[src/hdl/iobPkg.sv]
`default_nettype none

package iobPkg;

	// ****************************************
	// bus widths
	// ****************************************

	localparam int regionWidth = 3; // top address bits that pick the address space.
	localparam int devWidth = 4;
	localparam int ioAddrWidth = 20; // device number above a 16-bit register index.
	localparam int addrWidth = regionWidth + ioAddrWidth; // word address A23..A1.
	localparam int dataWidth = 16;
	localparam int laneWidth = 2; // upper byte in bit 1, lower byte in bit 0.

	// ****************************************
	// address decode
	// ****************************************

	localparam logic [regionWidth-1:0] ioRegion = 3'b110;

	// writes to these devices may complete on the FSB before the device sees them.
	localparam logic [devWidth-1:0] postedDevFirst = 4'h8;
	localparam logic [devWidth-1:0] postedDevLast = 4'hb;

	// device acknowledge timeout, in clock cycles after the strobe.
	localparam int ackTimeout = 64;
	localparam int ackCountWidth = $clog2(ackTimeout);
	localparam logic [ackCountWidth-1:0] ackLast = ackCountWidth'(ackTimeout - 1);

	// posting machine of the bus-side slave.
	localparam logic [1:0] slvIdle = 2'd0;
	localparam logic [1:0] slvLoad = 2'd1;
	localparam logic [1:0] slvReq = 2'd2;
	localparam logic [1:0] slvRelease = 2'd3;

	// device cycle of the I/O bus master.
	localparam logic [1:0] mstIdle = 2'd0;
	localparam logic [1:0] mstBusy = 2'd1;
	localparam logic [1:0] mstDone = 2'd2;

endpackage

`default_nettype wire

[src/hdl/fsbDecode.sv]
`timescale 1ns/1ps
`default_nettype none

module fsbDecode (
	input logic CLK,
	input logic reset,
	input logic nAs,
	input logic nWe,
	input logic [iobPkg::addrWidth-1:0] addr,
	output logic busActive,
	output logic ioSel,
	output logic postSel
);

	logic [iobPkg::regionWidth-1:0] region;
	logic [iobPkg::devWidth-1:0] device;
	logic devPosted;

	assign region = addr[iobPkg::addrWidth-1 -: iobPkg::regionWidth];
	assign device = addr[iobPkg::ioAddrWidth-1 -: iobPkg::devWidth];

	// the strobe is taken through one flop, and the slave qualifies every
	// bus cycle with the registered copy.
	always_ff @(posedge CLK) begin
		if (reset) begin
			busActive <= 1'b0;
		end else begin
			busActive <= ~nAs;
		end
	end

	assign ioSel = (region == iobPkg::ioRegion); // address only, like the chip select.

	assign devPosted = (device >= iobPkg::postedDevFirst) &&
		(device <= iobPkg::postedDevLast);

	// reads are never posted.
	assign postSel = ioSel && ~nWe && devPosted;

endmodule

`default_nettype wire

[src/hdl/iobSlave.sv]
`timescale 1ns/1ps
`default_nettype none

module iobSlave (
	input logic CLK,
	input logic reset,
	input logic nWe,
	input logic nLds,
	input logic nUds,
	input logic nAs,
	input logic busActive,
	input logic ioSel,
	input logic postSel,
	output logic ready,
	output logic nBerr,
	output logic dataOe,
	output logic ioReq,
	output logic ioWrite,
	output logic [iobPkg::laneWidth-1:0] ioLanes,
	output logic latchLoad0,
	output logic latchLoad1,
	output logic useLevel1,
	input logic ioActive,
	input logic ioBusErr
);

	logic [1:0] state;
	logic once; // set when the current FSB cycle has been queued.
	logic ioActiveSync;
	logic newCycle;
	logic take0;
	logic take1;
	logic level1Full;
	logic write1;
	logic [iobPkg::laneWidth-1:0] lanes1;
	logic drained;
	logic ioReady;

	always_ff @(posedge CLK) begin
		if (reset) begin
			ioActiveSync <= 1'b0;
		end else begin
			ioActiveSync <= ioActive;
		end
	end

	assign dataOe = ~nAs && ioSel && nWe; // read data drives the FSB for the whole strobe.

	// ****************************************
	// queue capture
	// ****************************************

	// a fresh cycle goes straight into level 0 when the machine is idle,
	// otherwise into level 1 if that is free.
	assign newCycle = busActive && ioSel && ~once;
	assign take0 = newCycle && (state == iobPkg::slvIdle) && ~level1Full;
	assign take1 = newCycle && (state != iobPkg::slvIdle) && ~level1Full;

	// level 1 moves down to level 0 in the load state.
	assign latchLoad0 = take0 || ((state == iobPkg::slvLoad) && level1Full);
	assign latchLoad1 = take1;
	assign useLevel1 = (state == iobPkg::slvLoad);

	always_ff @(posedge CLK) begin
		if (reset) begin
			level1Full <= 1'b0;
		end else if (take1) begin
			level1Full <= 1'b1;
		end else if (state == iobPkg::slvLoad) begin
			level1Full <= 1'b0; // its contents went to level 0 on this edge.
		end
	end

	always_ff @(posedge CLK) begin
		if (take1) begin
			write1 <= ~nWe;
			lanes1 <= {~nUds, ~nLds};
		end
	end

	// ****************************************
	// posting machine
	// ****************************************

	always_ff @(posedge CLK) begin
		if (reset) begin
			state <= iobPkg::slvIdle;
			ioReq <= 1'b0;
		end else begin
			case (state)
				iobPkg::slvIdle: begin
					if (level1Full || take0) begin // the second level has priority.
						state <= iobPkg::slvLoad;
						ioReq <= 1'b1;
					end
				end
				iobPkg::slvLoad: state <= iobPkg::slvReq;
				iobPkg::slvReq: begin
					if (ioActiveSync) begin
						state <= iobPkg::slvRelease;
						ioReq <= 1'b0;
					end
				end
				iobPkg::slvRelease: begin
					if (~ioActiveSync) state <= iobPkg::slvIdle; // master has finished.
				end
				default: state <= iobPkg::slvIdle;
			endcase
		end
	end

	// direction and lanes of level 0 travel with the request.
	always_ff @(posedge CLK) begin
		if (state == iobPkg::slvIdle) begin
			if (level1Full) begin
				ioWrite <= write1;
				ioLanes <= lanes1;
			end else if (take0) begin
				ioWrite <= ~nWe;
				ioLanes <= {~nUds, ~nLds};
			end
		end
	end

	// ****************************************
	// FSB termination
	// ****************************************

	always_ff @(posedge CLK) begin
		if (reset || ~busActive) begin
			once <= 1'b0;
		end else if (take0 || take1) begin
			once <= 1'b1;
		end
	end

	// with nothing left in either level and the master idle, the error flag
	// belongs to the cycle the FSB is waiting on.
	assign drained = ((state == iobPkg::slvIdle) || (state == iobPkg::slvRelease)) &&
		~ioActiveSync && ~level1Full;

	always_ff @(posedge CLK) begin
		if (reset || nAs) begin
			ioReady <= 1'b0;
			nBerr <= 1'b1;
		end else if (busActive && once && ~postSel && drained) begin
			ioReady <= ~ioBusErr;
			nBerr <= ~ioBusErr;
		end
	end

	// a posted write is done as soon as it sits in the queue.
	assign ready = ~ioSel || ioReady || (postSel && once && busActive);

endmodule

`default_nettype wire

[src/hdl/iobLatch.sv]
`timescale 1ns/1ps
`default_nettype none

module iobLatch (
	input logic CLK,
	input logic reset,
	input logic [iobPkg::addrWidth-1:0] addr,
	input logic [iobPkg::dataWidth-1:0] dataIn,
	input logic latchLoad0,
	input logic latchLoad1,
	input logic useLevel1,
	output logic [iobPkg::ioAddrWidth-1:0] ioAddr,
	output logic [iobPkg::dataWidth-1:0] ioWData
);

	logic [iobPkg::ioAddrWidth-1:0] addr1;
	logic [iobPkg::dataWidth-1:0] data1;
	logic [iobPkg::ioAddrWidth-1:0] addrNext;
	logic [iobPkg::dataWidth-1:0] dataNext;

	// ****************************************
	// level 1
	// ****************************************

	// the region bits are dropped here since the device bus never sees them.
	always_ff @(posedge CLK) begin
		if (latchLoad1) begin
			addr1 <= addr[iobPkg::ioAddrWidth-1:0];
			data1 <= dataIn;
		end
	end

	// ****************************************
	// level 0
	// ****************************************

	assign addrNext = useLevel1 ? addr1 : addr[iobPkg::ioAddrWidth-1:0];
	assign dataNext = useLevel1 ? data1 : dataIn;

	// level 0 drives the device bus directly.
	always_ff @(posedge CLK) begin
		if (reset) begin
			ioAddr <= '0; // the device bus idles at address zero.
			ioWData <= '0;
		end else if (latchLoad0) begin
			ioAddr <= addrNext;
			ioWData <= dataNext;
		end
	end

endmodule

`default_nettype wire

[src/hdl/iobMaster.sv]
`timescale 1ns/1ps
`default_nettype none

module iobMaster (
	input logic CLK,
	input logic reset,
	input logic ioReq,
	input logic ioWrite,
	input logic [iobPkg::laneWidth-1:0] ioLanes,
	output logic ioActive,
	output logic ioBusErr,
	output logic ioStrobe,
	output logic ioWriteOut,
	output logic [iobPkg::laneWidth-1:0] ioLanesOut,
	input logic ioAck,
	input logic [iobPkg::dataWidth-1:0] ioRData,
	output logic [iobPkg::dataWidth-1:0] readData
);

	logic reqSync;
	logic [1:0] state;
	logic [iobPkg::ackCountWidth-1:0] waitCount; // cycles spent waiting for the ack.
	logic timedOut;
	logic startCycle;

	always_ff @(posedge CLK) begin
		if (reset) begin
			reqSync <= 1'b0;
		end else begin
			reqSync <= ioReq;
		end
	end

	assign startCycle = (state == iobPkg::mstIdle) && reqSync;
	assign timedOut = (waitCount == iobPkg::ackLast);

	// ****************************************
	// device cycle
	// ****************************************

	always_ff @(posedge CLK) begin
		if (reset) begin
			state <= iobPkg::mstIdle;
			ioActive <= 1'b0;
			ioBusErr <= 1'b0;
			ioStrobe <= 1'b0;
			waitCount <= '0;
		end else begin
			ioStrobe <= 1'b0; // single-cycle strobe.
			case (state)
				iobPkg::mstIdle: begin
					if (reqSync) begin
						state <= iobPkg::mstBusy;
						ioActive <= 1'b1;
						ioBusErr <= 1'b0;
						ioStrobe <= 1'b1;
						waitCount <= '0;
					end
				end
				iobPkg::mstBusy: begin
					if (ioAck) begin
						state <= iobPkg::mstDone;
						ioActive <= 1'b0;
					end else if (timedOut) begin
						// nobody answered, so the cycle ends with an error.
						state <= iobPkg::mstDone;
						ioActive <= 1'b0;
						ioBusErr <= 1'b1;
					end else begin
						waitCount <= waitCount + 1'b1;
					end
				end
				iobPkg::mstDone: begin
					// wait for the slave to drop its request before the next one.
					if (~reqSync) state <= iobPkg::mstIdle;
				end
				default: state <= iobPkg::mstIdle;
			endcase
		end
	end

	// ****************************************
	// payload
	// ****************************************

	always_ff @(posedge CLK) begin
		if (startCycle) begin
			ioWriteOut <= ioWrite;
			ioLanesOut <= ioLanes;
		end
	end

	// read data is held here until the FSB has taken it.
	always_ff @(posedge CLK) begin
		if ((state == iobPkg::mstBusy) && ioAck && ~ioWriteOut) begin
			readData <= ioRData;
		end
	end

endmodule

`default_nettype wire

[src/hdl/iobBridge.sv]
`timescale 1ns/1ps
`default_nettype none

module iobBridge (
	input logic CLK,
	input logic reset,
	input logic nAs,
	input logic nWe,
	input logic nLds,
	input logic nUds,
	input logic [iobPkg::addrWidth-1:0] addr,
	input logic [iobPkg::dataWidth-1:0] dataIn,
	output logic [iobPkg::dataWidth-1:0] dataOut,
	output logic dataOe,
	output logic ready,
	output logic nBerr,
	output logic [iobPkg::ioAddrWidth-1:0] ioAddr,
	output logic [iobPkg::dataWidth-1:0] ioWData,
	output logic ioStrobe,
	output logic ioWrite,
	output logic [iobPkg::laneWidth-1:0] ioLanes,
	input logic ioAck,
	input logic [iobPkg::dataWidth-1:0] ioRData
);

	logic busActive;
	logic ioSel;
	logic postSel;
	logic ioReq;
	logic reqWrite; // direction and lanes on their way from the slave to the master.
	logic [iobPkg::laneWidth-1:0] reqLanes;
	logic ioActive;
	logic ioBusErr;
	logic latchLoad0;
	logic latchLoad1;
	logic useLevel1;

	fsbDecode decode (
		.CLK(CLK), .reset(reset), .nAs(nAs), .nWe(nWe), .addr(addr),
		.busActive(busActive), .ioSel(ioSel), .postSel(postSel)
	);

	iobSlave slave (
		.CLK(CLK), .reset(reset), .nWe(nWe), .nLds(nLds), .nUds(nUds), .nAs(nAs),
		.busActive(busActive), .ioSel(ioSel), .postSel(postSel),
		.ready(ready), .nBerr(nBerr), .dataOe(dataOe),
		.ioReq(ioReq), .ioWrite(reqWrite), .ioLanes(reqLanes),
		.latchLoad0(latchLoad0), .latchLoad1(latchLoad1), .useLevel1(useLevel1),
		.ioActive(ioActive), .ioBusErr(ioBusErr)
	);

	iobLatch latch (
		.CLK(CLK), .reset(reset), .addr(addr), .dataIn(dataIn),
		.latchLoad0(latchLoad0), .latchLoad1(latchLoad1), .useLevel1(useLevel1),
		.ioAddr(ioAddr), .ioWData(ioWData)
	);

	// the master's read register feeds the FSB data output directly.
	iobMaster master (
		.CLK(CLK), .reset(reset), .ioReq(ioReq), .ioWrite(reqWrite), .ioLanes(reqLanes),
		.ioActive(ioActive), .ioBusErr(ioBusErr), .ioStrobe(ioStrobe),
		.ioWriteOut(ioWrite), .ioLanesOut(ioLanes),
		.ioAck(ioAck), .ioRData(ioRData), .readData(dataOut)
	);

endmodule

`default_nettype wire

[config.mk]
export PLATFORM = sky130hd
export DESIGN_NAME = iobBridge
export DESIGN_NICKNAME = d
export VERILOG_FILES = /design/src/hdl/iobPkg.sv /design/src/hdl/fsbDecode.sv /design/src/hdl/iobSlave.sv /design/src/hdl/iobLatch.sv /design/src/hdl/iobMaster.sv /design/src/hdl/iobBridge.sv
export SDC_FILE = /design/constraint.sdc
export NUM_CORES = 1
export LEC_CHECK = 0
export BUFFER_PORTS_ARGS = -buffer_cell sky130_fd_sc_hd__buf_2
export CAP_MARGIN = 20
export CORE_MARGIN = 2
export CORE_UTILIZATION = 35
export CTS_BUF_LIST = sky130_fd_sc_hd__clkbuf_8
export CTS_CLUSTER_DIAMETER = 120
export CTS_CLUSTER_SIZE = 24
export DETAILED_ROUTE_END_ITERATION = 8
export HOLD_SLACK_MARGIN = 0.08
export PLACE_DENSITY = 0.69
export SYNTH_ARGS = -nofsm -noshare
export SYNTH_HDL_FRONTEND = slang
export SYNTH_SLANG_ARGS = --single-unit
[constraint.sdc]
create_clock -name CLK -period 10.11 [get_ports CLK]
set_input_delay 2.022 -clock CLK [delete_from_list [all_inputs] [get_ports CLK]]
set_output_delay 2.022 -clock CLK [all_outputs]
set_load 0.01 [all_outputs]
==> flow_summary.json, run 1 <==
{
  "crit_top_cell": "buf_2",
  "skew_ns": 0.0133,
  "critPathCaptureType": "output pin",
  "status": "complete, no violations",
  "cts_max_path_buffers": 2,
  "start_util_pct": 35.5,
  "synth-edff-count": 61,
  "critPathTopFamily": "simple AND/OR/NAND/NOR gates",
  "postSynthCellCount": 341,
  "synth.avg_cell_area_um2": 13.6,
  "setup_ws_ns": 5.12,
  "route.antenna.remaining_nets": 0,
  "pre_cts_ws_ns": 5.09,
  "die_h_um": 119,
  "die_x_um": 119,
  "rsz0062_at_grt": "no",
  "drtIter0Drc": 135,
  "num_rows": 42,
  "drc": 0,
  "required_ns": 8.09,
  "syn_nets": 408,
  "ys.warnings.count": 0,
  "synth_top_area_share_pct": 39.4,
  "max_slew_margin_pct": 39.1,
  "syn_area_um2": 4650,
  "worstSetupStartpointType": "input port",
  "final_util_pct": 43.9,
  "slowest_delay_ns": 0.45,
  "port_buffers": 120,
  "core_um2": 13100,
  "first_pass_iters": 4,
  "min_period_over_period_pct": 49.4,
  "holdBufCountCts": 0,
  "cts_buffers": 17,
  "setup_tns_ns": 0,
  "slowest_stage": "nor3b_1",
  "layout-drive-gt1-share_pct": 39.2,
  "synthFlopType": "edfxtp_1",
  "crit_chain": "buf_2, nor3b_1, a311o_1, buf_2",
  "p_leak_nw": 2.21,
  "ir_drop_uv": 98.7,
  "cp.arrival_ns": 2.97,
  "pwr_density_cell_nw_per_um2": 192,
  "crit_fanout": 3,
  "worstHoldPathType": "reg -> reg",
  "worst_pin_slew_ns": 0.913,
  "area_growth_pct": 23.6,
  "clk_latency_ns": 0.43,
  "fmax_mhz": 200,
  "holdWs_ns": 0.428,
  "path_clk_slew_ns": 0.07,
  "antenna_found_initial": 0,
  "synthDistinctLibCells": 39,
  "synth_seq_area_share_pct": 64.0,
  "cts-root-buf": "clkbuf_8",
  "finalCriticalPeriod_ns": 4.99,
  "setup_viol": 0,
  "synth-seq-cells": 118,
  "ys_async_sr_fraction_pct": 0,
  "h-tree-depth": 4,
  "grt_pass1_vias": 3095,
  "hold_violations": 0,
  "ios": 121,
  "grt_pass1_wl_mm": 15.3,
  "cts_tree": "done",
  "fin_nets": 531,
  "vias_per_cell": 4.70,
  "vias": 3068,
  "critical_path_class": "in -> out",
  "hpwl_mm": 6.26,
  "cap_violations": 0,
  "critPathBufInv": 2,
  "die_area_um2": 14200,
  "slew_violations": 0,
  "ctsResizeCount": 0,
  "yosys-top-cells-area": "edfxtp_1 39%, dfxtp_1 25%, a211oi_2 9.4%, mux2i_1 8.0%, nor2_1 3.6%",
  "wire_per_inst_um": 14.5,
  "finalWirelength_mm": 9.47,
  "gp_congestion": 0.787,
  "grt_overflow_total": 0,
  "clock_sinks": 118,
  "postCtsSetupBuffers": 0,
  "grt_max_degree": 73,
  "diodes": 0,
  "yosysTopAreaCell": "edfxtp_1",
  "grtUsageTotal_pct": 14.0
}
per-layer routing:
layer  up-vias  track usage (%)  routed length [um]
li1       1510                -                   -
met1      1467             17.2                4240
met2        79             21.9                4610
met3        12             4.89                 466
met4         0             6.70                 161
met5         -                0                   0
Yosys cell counts (all sizes together) (3+ instances only):
cell type and n:
nand2 13, buf 14, a211oi 38, dfxtp 57, a21oi 6, nor3b 4, nor2b 3, nor2 44
ha 5, clkbuf 5, nand3b 3, inv 11, nor3 5, o21ai 6, edfxtp 61, mux2i 37
a31oi 3
state kept, by name, summed over array words and instances, names as in the netlist, 2 cells and up:
name,flops
latch.addr1,20
latch.ioAddr,20
latch.data1,16
latch.ioWData,16
master.readData,16
master.waitCount,6
master.ioLanesOut,2
master.state,2
slave.ioLanes,2
slave.lanes1,2
slave.state,2
cells by family (layout without fill, tap and decap cells):
logic type                 Yosys count  in the layout  share of synthesized area (%)
DFF                                118            118                           64.0
muxes                               37             37                           7.97
AOI/OAI and AO/OA                   65             65                           13.9
adders and majority gates            5              5                           1.35
buffers and inverters               30            166                           3.53
and+or+nand+nor                     84             84                           8.89
xor gates and xnor gates             2              2                          0.377
through the flow:
step	cells	instance area (um2)	power (mW)
floorplan	341	4650	0.684
global placement	621	5380	0.725
detailed placement	621	5380	0.731
CTS	653	5740	1.12
global route	653	5740	1.16
finish	653	5740	1.10
final timing paths:
kind / endpoint / slack (ns) / startpoint / cells past startpoint
max reg2reg: latch.ioAddr[3] / 7.95 / slave.state[0] / 6
max: ready / 5.12 / nWe / 4
min: master.ioLanesOut[0] / 0.43 / slave.ioLanes[0] / 0
min reg2reg: master.ioLanesOut[0] / 0.43 / slave.ioLanes[0] / 0
report_power, final:
group | internal [mW] | switching, mW
sequential | 0.520 | 0.00935
clock | 0.212 | 0.173
combinational | 0.0805 | 0.107
total | 0.813 | 0.289
cell usage in the layout, fill, tap and decap left out, types with 3 or more instances in the layout:
cell type / n
a31oi_1: 3
nor3_1: 4
ha_1: 4
nor3b_1: 3
nand3b_1: 3
nand2_1: 13
a21oi_1: 6
o21ai_0: 6
a211oi_2: 35
mux2i_1: 37
dfxtp_1: 57
clkbuf_8: 21
buf_4: 3
buf_2: 120
a211oi_1: 3
inv_1: 17
nor2b_1: 3
nor2_1: 44
edfxtp_1: 61
worst register-to-register path: cells and delay by family (launching register included):
| family | cells | cell delay, ns |
|---|---|---|
| AO/OA/AOI/OAI | 2 | 0.92 |
| buffers and inverters | 1 | 0.10 |
| AND/OR/NAND/NOR | 2 | 0.43 |
| adder cells (fa/ha/maj) | 1 | 0.28 |
| flip-flops | 1 | 0.34 |
final cells by class:
type	instances	area, um2
inverter	11	41.3
tap	176	220
clock buffer	21	289
clock inverter	11	70.1
timing repair buffer	123	623
sequential	118	2970
multi-input combinational	193	1530
fill	1248	7340
Power figures use the tool's default switching activity.
==> inputs of run 2 (changes only) <==
--- a/config.mk
+++ b/config.mk
@@ -5,6 +5,7 @@
 export SDC_FILE = /design/constraint.sdc
 export NUM_CORES = 1
 export LEC_CHECK = 0
+export ABC_AREA = 1
 export BUFFER_PORTS_ARGS = -buffer_cell sky130_fd_sc_hd__buf_2
 export CAP_MARGIN = 20
 export CORE_MARGIN = 2
==> constraint.sdc (replaced) <==
create_clock -name CLK -period 4.6 [get_ports CLK]
set_input_delay 0.92 -clock CLK [delete_from_list [all_inputs] [get_ports CLK]]
set_output_delay 0.92 -clock CLK [all_outputs]
set_load 0.01 [all_outputs]
==> run 2 against run 1 <==
Sequential share of layout area down 1.0 points. Global-route usage up 0.28 points. Routed wire length up 4.0%. Clock skew down 0.0045 ns. Clock power rose to 2.7 times the previous value. Synthesized area up 0.73%. Worst setup slack worse by 3.3 ns. Via count up 13%. Critical endpoint is now latch.ioWData[14]. Largest cell class unchanged. Highest routed layer unchanged.
==> flow_summary.json, run 2 <==
{
  "synthFlopType": "edfxtp_1",
  "pwr_density_cell_nw_per_um2": 426,
  "synth-edff-count": 61,
  "grtUsageTotal_pct": 14.3,
  "cp.arrival_ns": 3.12,
  "postSynthCellCount": 426,
  "wire_per_inst_um": 13.3,
  "rr_startpoint": "slave.state[1]",
  "worst_pin_slew_ns": 0.954,
  "ys.warnings.count": 0,
  "synth-seq-cells": 118,
  "grt_overflow_total": 0,
  "required_ns": 4.95,
  "postCtsSetupBuffers": 0,
  "slowest_delay_ns": 0.77,
  "worstHoldPathType": "reg -> reg",
  "setup_viol": 0,
  "fin_nets": 616,
  "path_clk_slew_ns": 0.07,
  "cts_buffers": 17,
  "fmax_mhz": 361,
  "die_x_um": 120,
  "yosysTopAreaCell": "edfxtp_1",
  "final_cell_mix": "120 x buf_2, 74 x nand2_1, 61 x edfxtp_1, 57 x dfxtp_1, 52 x nand3_1",
  "num_rows": 42,
  "p_leak_nw": 2.30,
  "layout-drive-gt1-share_pct": 34.9,
  "hpwl_mm": 6.91,
  "setup_ws_ns": 1.83,
  "crit_fanout": 39,
  "synth_seq_area_share_pct": 63.5,
  "area_growth_pct": 25.1,
  "holdCritStartpoint": "slave.ioReq",
  "syn_area_um2": 4680,
  "cts_max_path_buffers": 2,
  "cts-root-buf": "clkbuf_8",
  "ios": 121,
  "stdcell_area_um2": 5850,
  "clock_sinks": 118,
  "cts_tree": "done",
  "slowest_stage": "ha_2",
  "grt_max_degree": 51,
  "vias_per_cell": 4.68,
  "first_pass_iters": 4,
  "status": "complete, no violations",
  "die_h_um": 120,
  "yosys-top-cells-area": "edfxtp_1 39%, dfxtp_1 24%, mux2_2 8.4%, nand2_1 5.9%, nand3_1 5.6%",
  "clk_latency_ns": 0.43,
  "start_util_pct": 35.6,
  "die_area_um2": 14300,
  "drtIter0Drc": 195,
  "drc": 0,
  "gp_congestion": 0.847,
  "hold_violations": 0,
  "finalWirelength_mm": 9.85,
  "critical_path_class": "reg -> reg",
  "placedInstanceArea_um2": 5410,
  "core_um2": 13100,
  "final_util_pct": 44.6,
  "pre_cts_ws_ns": 1.70,
  "finalCriticalPeriod_ns": 2.77,
  "yosysMostFrequentCell": "nand2_1",
  "layout_commonest_cell": "buf_2",
  "skew_ns": 0.00886,
  "synthDistinctLibCells": 28,
  "reg_top3": "latch.addr1: 20 flops, latch.ioAddr: 20 flops",
  "grt_pass1_vias": 3401,
  "antenna_found_initial": 0,
  "syn_nets": 493,
  "critPathCaptureType": "flip-flop",
  "diodes": 0,
  "route.antenna.remaining_nets": 0,
  "holdWs_ns": 0.423,
  "synth.avg_cell_area_um2": 11.0,
  "crit_chain": "inv_1, ha_2, nand2_2, nand2_4, nand2_1, a21oi_1",
  "setup_tns_ns": 0,
  "ctsResizeCount": 0,
  "cap_violations": 0,
  "worstSetupStartpointType": "flip-flop",
  "ys_async_sr_fraction_pct": 0,
  "h-tree-depth": 4,
  "vias": 3452,
  "max_slew_margin_pct": 36.4,
  "crit_start": "slave.state[1]",
  "holdBufCountCts": 0,
  "port_buffers": 120,
  "synth_top_area_share_pct": 39.1,
  "min_period_over_period_pct": 60.3,
  "synthTopCellsByCount": "74 x nand2_1, 61 x edfxtp_1, 57 x dfxtp_1",
  "rsz0062_at_grt": "no",
  "ir_drop_uv": 238,
  "grt_pass1_wl_mm": 16.1,
  "slew_violations": 0
}
run 2: changes by cell type in the layout (fill, tap and decap cells not counted), sizes merged, moves of 4 or more:
| cell | change |
|---|---|
| a211oi | -38 |
| a21oi | +39 |
| bufinv | +4 |
| inv | +11 |
| mux2 | +35 |
| mux2i | -37 |
| nand2 | +64 |
| nand3 | +51 |
| nor2 | -16 |
run 2: final timing paths:
kind	end	slack, ns	cells past startpoint
max reg2reg	latch.ioWData[14]	1.83	6
max	latch.ioWData[14]	1.83	6
min reg2reg	master.reqSync	0.42	2
min	master.reqSync	0.42	2
run 2: final cells by class:
type	count	area [um2]
clock buffers	18	248
clock inverters	14	190
fillers	1269	7280
inverters	27	101
multi-input cells	262	1500
flip-flops and latches	118	2970
well taps	176	220
repair buffers	123	627
run 2: kinds of logic after synthesis:
group                    after synthesis  synth area share (%)
flip-flops                           118                  63.5
adder cells (fa/ha/maj)                5                  1.34
buffers and inverters                 46                  4.57
multiplexers                          35                  8.42
AO/OA/AOI/OAI                         56                  6.12
AND/OR/NAND/NOR                      166                  16.0
run 2: power breakdown:
part           internal, mW  switching (mW)  leakage (nW)
Clock                 0.645           0.389         0.229
Combinational         0.152           0.163          1.07
Sequential             1.13          0.0129          1.01
Total                  1.93           0.565          2.30
run 2: worst max-delay path: cells and delay by family, from the launching register on:
| kind | cells | cell delay [ns] |
|---|---|---|
| simple gates | 3 | 1.30 |
| fa+ha+maj | 1 | 0.77 |
| flops | 1 | 0.34 |
| compound gates | 1 | 0.15 |
| buf+inv | 1 | 0.10 |
run 2: metrics by stage:
step | instances | total power [mW]
global placement | 705 | 1.47
global route | 738 | 2.61
CTS | 737 | 2.53
detailed placement | 705 | 1.48
floorplan | 426 | 1.40
finish | 738 | 2.49
run 2: routing by layer:
| metal | vias to the layer above | track usage [%] | share of wire [%] |
|---|---|---|---|
| li1 | 1719 | - | - |
| met1 | 1592 | 16.4 | 43 |
| met2 | 123 | 24.4 | 48 |
| met3 | 18 | 5.94 | 7.8 |
| met4 | 0 | 4.04 | 1.2 |
| met5 | - | 0 | 0 |
==> inputs of run 3 (changes only) <==
--- a/config.mk
+++ b/config.mk
@@ -15,7 +15,7 @@
 export CTS_CLUSTER_SIZE = 24
 export DETAILED_ROUTE_END_ITERATION = 8
 export HOLD_SLACK_MARGIN = 0.08
-export PLACE_DENSITY = 0.69
+export PLACE_DENSITY = 0.71
 export SYNTH_ARGS = -nofsm -noshare
 export SYNTH_HDL_FRONTEND = slang
 export SYNTH_SLANG_ARGS = --single-unit
==> constraint.sdc (replaced) <==
create_clock -name CLK -period 2.51 [get_ports CLK]
set_input_delay 0.502 -clock CLK [delete_from_list [all_inputs] [get_ports CLK]]
set_output_delay 0.502 -clock CLK [all_outputs]
set_load 0.01 [all_outputs]
==> run 3 against run 2 <==
Maximum frequency grew 37%. Power grew 75%. Sequential cell count is the same. Combinational power grew 90%. Global-route usage grew 1.1 points. Design area shrank 0.38%. Non-clock buffer count grew 3. Clock power grew 63%. Sequential share of layout area grew 0.20 points. Critical path depth is the same.
==> flow_summary.json, run 3 (synthesized netlist as in run 2, its figures left out) <==
{
  "status": "complete, no violations",
  "setup_viol": 0,
  "antenna_found_initial": 0,
  "critPathCaptureType": "flip-flop",
  "reg_top3": "latch.addr1: 20 flops, latch.ioAddr: 20 flops",
  "pre_cts_ws_ns": 0.436,
  "p_total_mw": 4.37,
  "hpwl_mm": 7.31,
  "pwr_density_cell_nw_per_um2": 750,
  "clk_latency_ns": 0.43,
  "dp_cells": 709,
  "grt_pass1_vias": 3554,
  "first_pass_iters": 5,
  "placedInstanceArea_um2": 5450,
  "final_cell_count_no_fill": 741,
  "cp.arrival_ns": 2.38,
  "required_ns": 2.87,
  "hold_violations": 0,
  "grtUsageTotal_pct": 15.4,
  "vias_per_cell": 4.78,
  "cts_max_path_buffers": 2,
  "drtIter0Drc": 192,
  "holdWs_ns": 0.247,
  "clock_sinks": 118,
  "cap_violations": 0,
  "cts_tree": "done",
  "setup_tns_ns": 0,
  "slew_violations": 0,
  "core_um2": 13100,
  "worstSetupStartpointType": "flip-flop",
  "grt_pass1_wl_mm": 17.0,
  "crit_fanout": 36,
  "path_clk_slew_ns": 0.07,
  "ctsResizeCount": 0,
  "wire_per_inst_um": 14.1,
  "num_rows": 42,
  "area_growth_pct": 24.6,
  "skew_ns": 0.0125,
  "grt_max_degree": 37,
  "holdBufCountCts": 0,
  "vias": 3541,
  "slowest_stage": "nand2_4",
  "h-tree-depth": 4,
  "ios": 121,
  "diodes": 0,
  "worst_pin_slew_ns": 0.582,
  "stdcell_area_um2": 5830,
  "die_h_um": 120,
  "min_period_over_period_pct": 80.7,
  "die_area_um2": 14300,
  "crit_chain": "inv_1, ha_2, nand2_2, nand2_4, nand2_1, a21oi_1",
  "drc": 0,
  "p_leak_nw": 2.30,
  "final_util_pct": 44.4,
  "start_util_pct": 35.6,
  "critical_path_class": "reg -> reg",
  "rsz0062_at_grt": "no",
  "max_slew_margin_pct": 61.0,
  "grt_overflow_total": 0,
  "cts_buffers": 17,
  "postCtsSetupBuffers": 0,
  "ir_drop_uv": 373,
  "finalCriticalPeriod_ns": 2.03,
  "critPathTopFamily": "simple AND/OR/NAND/NOR gates",
  "slowest_delay_ns": 0.49,
  "critPathBufInv": 1,
  "gp_congestion": 0.845,
  "cts-root-buf": "clkbuf_8",
  "finalWirelength_mm": 10.4,
  "final_cell_mix": "120 x buf_2, 74 x nand2_1, 61 x edfxtp_1, 57 x dfxtp_1, 52 x nand3_1",
  "route.antenna.remaining_nets": 0,
  "fmax_mhz": 494,
  "fin_nets": 619,
  "layout-drive-gt1-share_pct": 35.4,
  "die_x_um": 120,
  "port_buffers": 120,
  "num-fill-cells": 1238,
  "worstHoldPathType": "in -> reg",
  "layout_commonest_cell": "buf_2",
  "setup_ws_ns": 0.484
}
-- run 3: path summary, 6_finish.rpt --
check	from	endpoint	slack, ns	cells after the start
worst max-delay path	slave.state[1]	latch.ioAddr[17]	0.48	6
worst min-delay path	ioRData[11]	master.readData[11]	0.25	1
worst min register to register	slave.ioReq	master.reqSync	0.43	2
worst max register to register	slave.state[1]	latch.ioAddr[17]	0.48	6
-- run 3: worst reg2reg max path, cell delays in order (launching register included) --
cell and delay, ns:
dfxtp_1 0.34, inv_1 0.10, ha_2 0.33, nand2_2 0.40
nand2_4 0.50, nand2_1 0.13, a21oi_1 0.16
-- run 3: layer usage --
metal | wire [um] | GRT usage (%) | up-vias
met5 | 0 | 0 | -
met4 | 83 | 5.96 | 0
met3 | 719 | 5.37 | 13
met2 | 5130 | 26.2 | 124
met1 | 4510 | 17.7 | 1676
li1 | - | - | 1728
-- run 3: where the power goes --
group / total [mW] / internal, mW / switching [mW]
Sequential: 2.09 / 2.07 / 0.0232
Clock: 1.68 / 0.952 / 0.729
Combinational: 0.600 / 0.284 / 0.316
Total: 4.37 / 3.30 / 1.07
-- run 3: cell type report --
cell class                 instances  area, um2  share of cell area [%]
inverter                          27        101                    1.74
tap                              176        220                    3.78
timing repair buffer             126        658                    11.3
clock inverter                    15        150                    2.57
sequential                       118       2970                    51.0
clock buffer                      17        234                    4.01
multi-input combinational        262       1500                    25.6
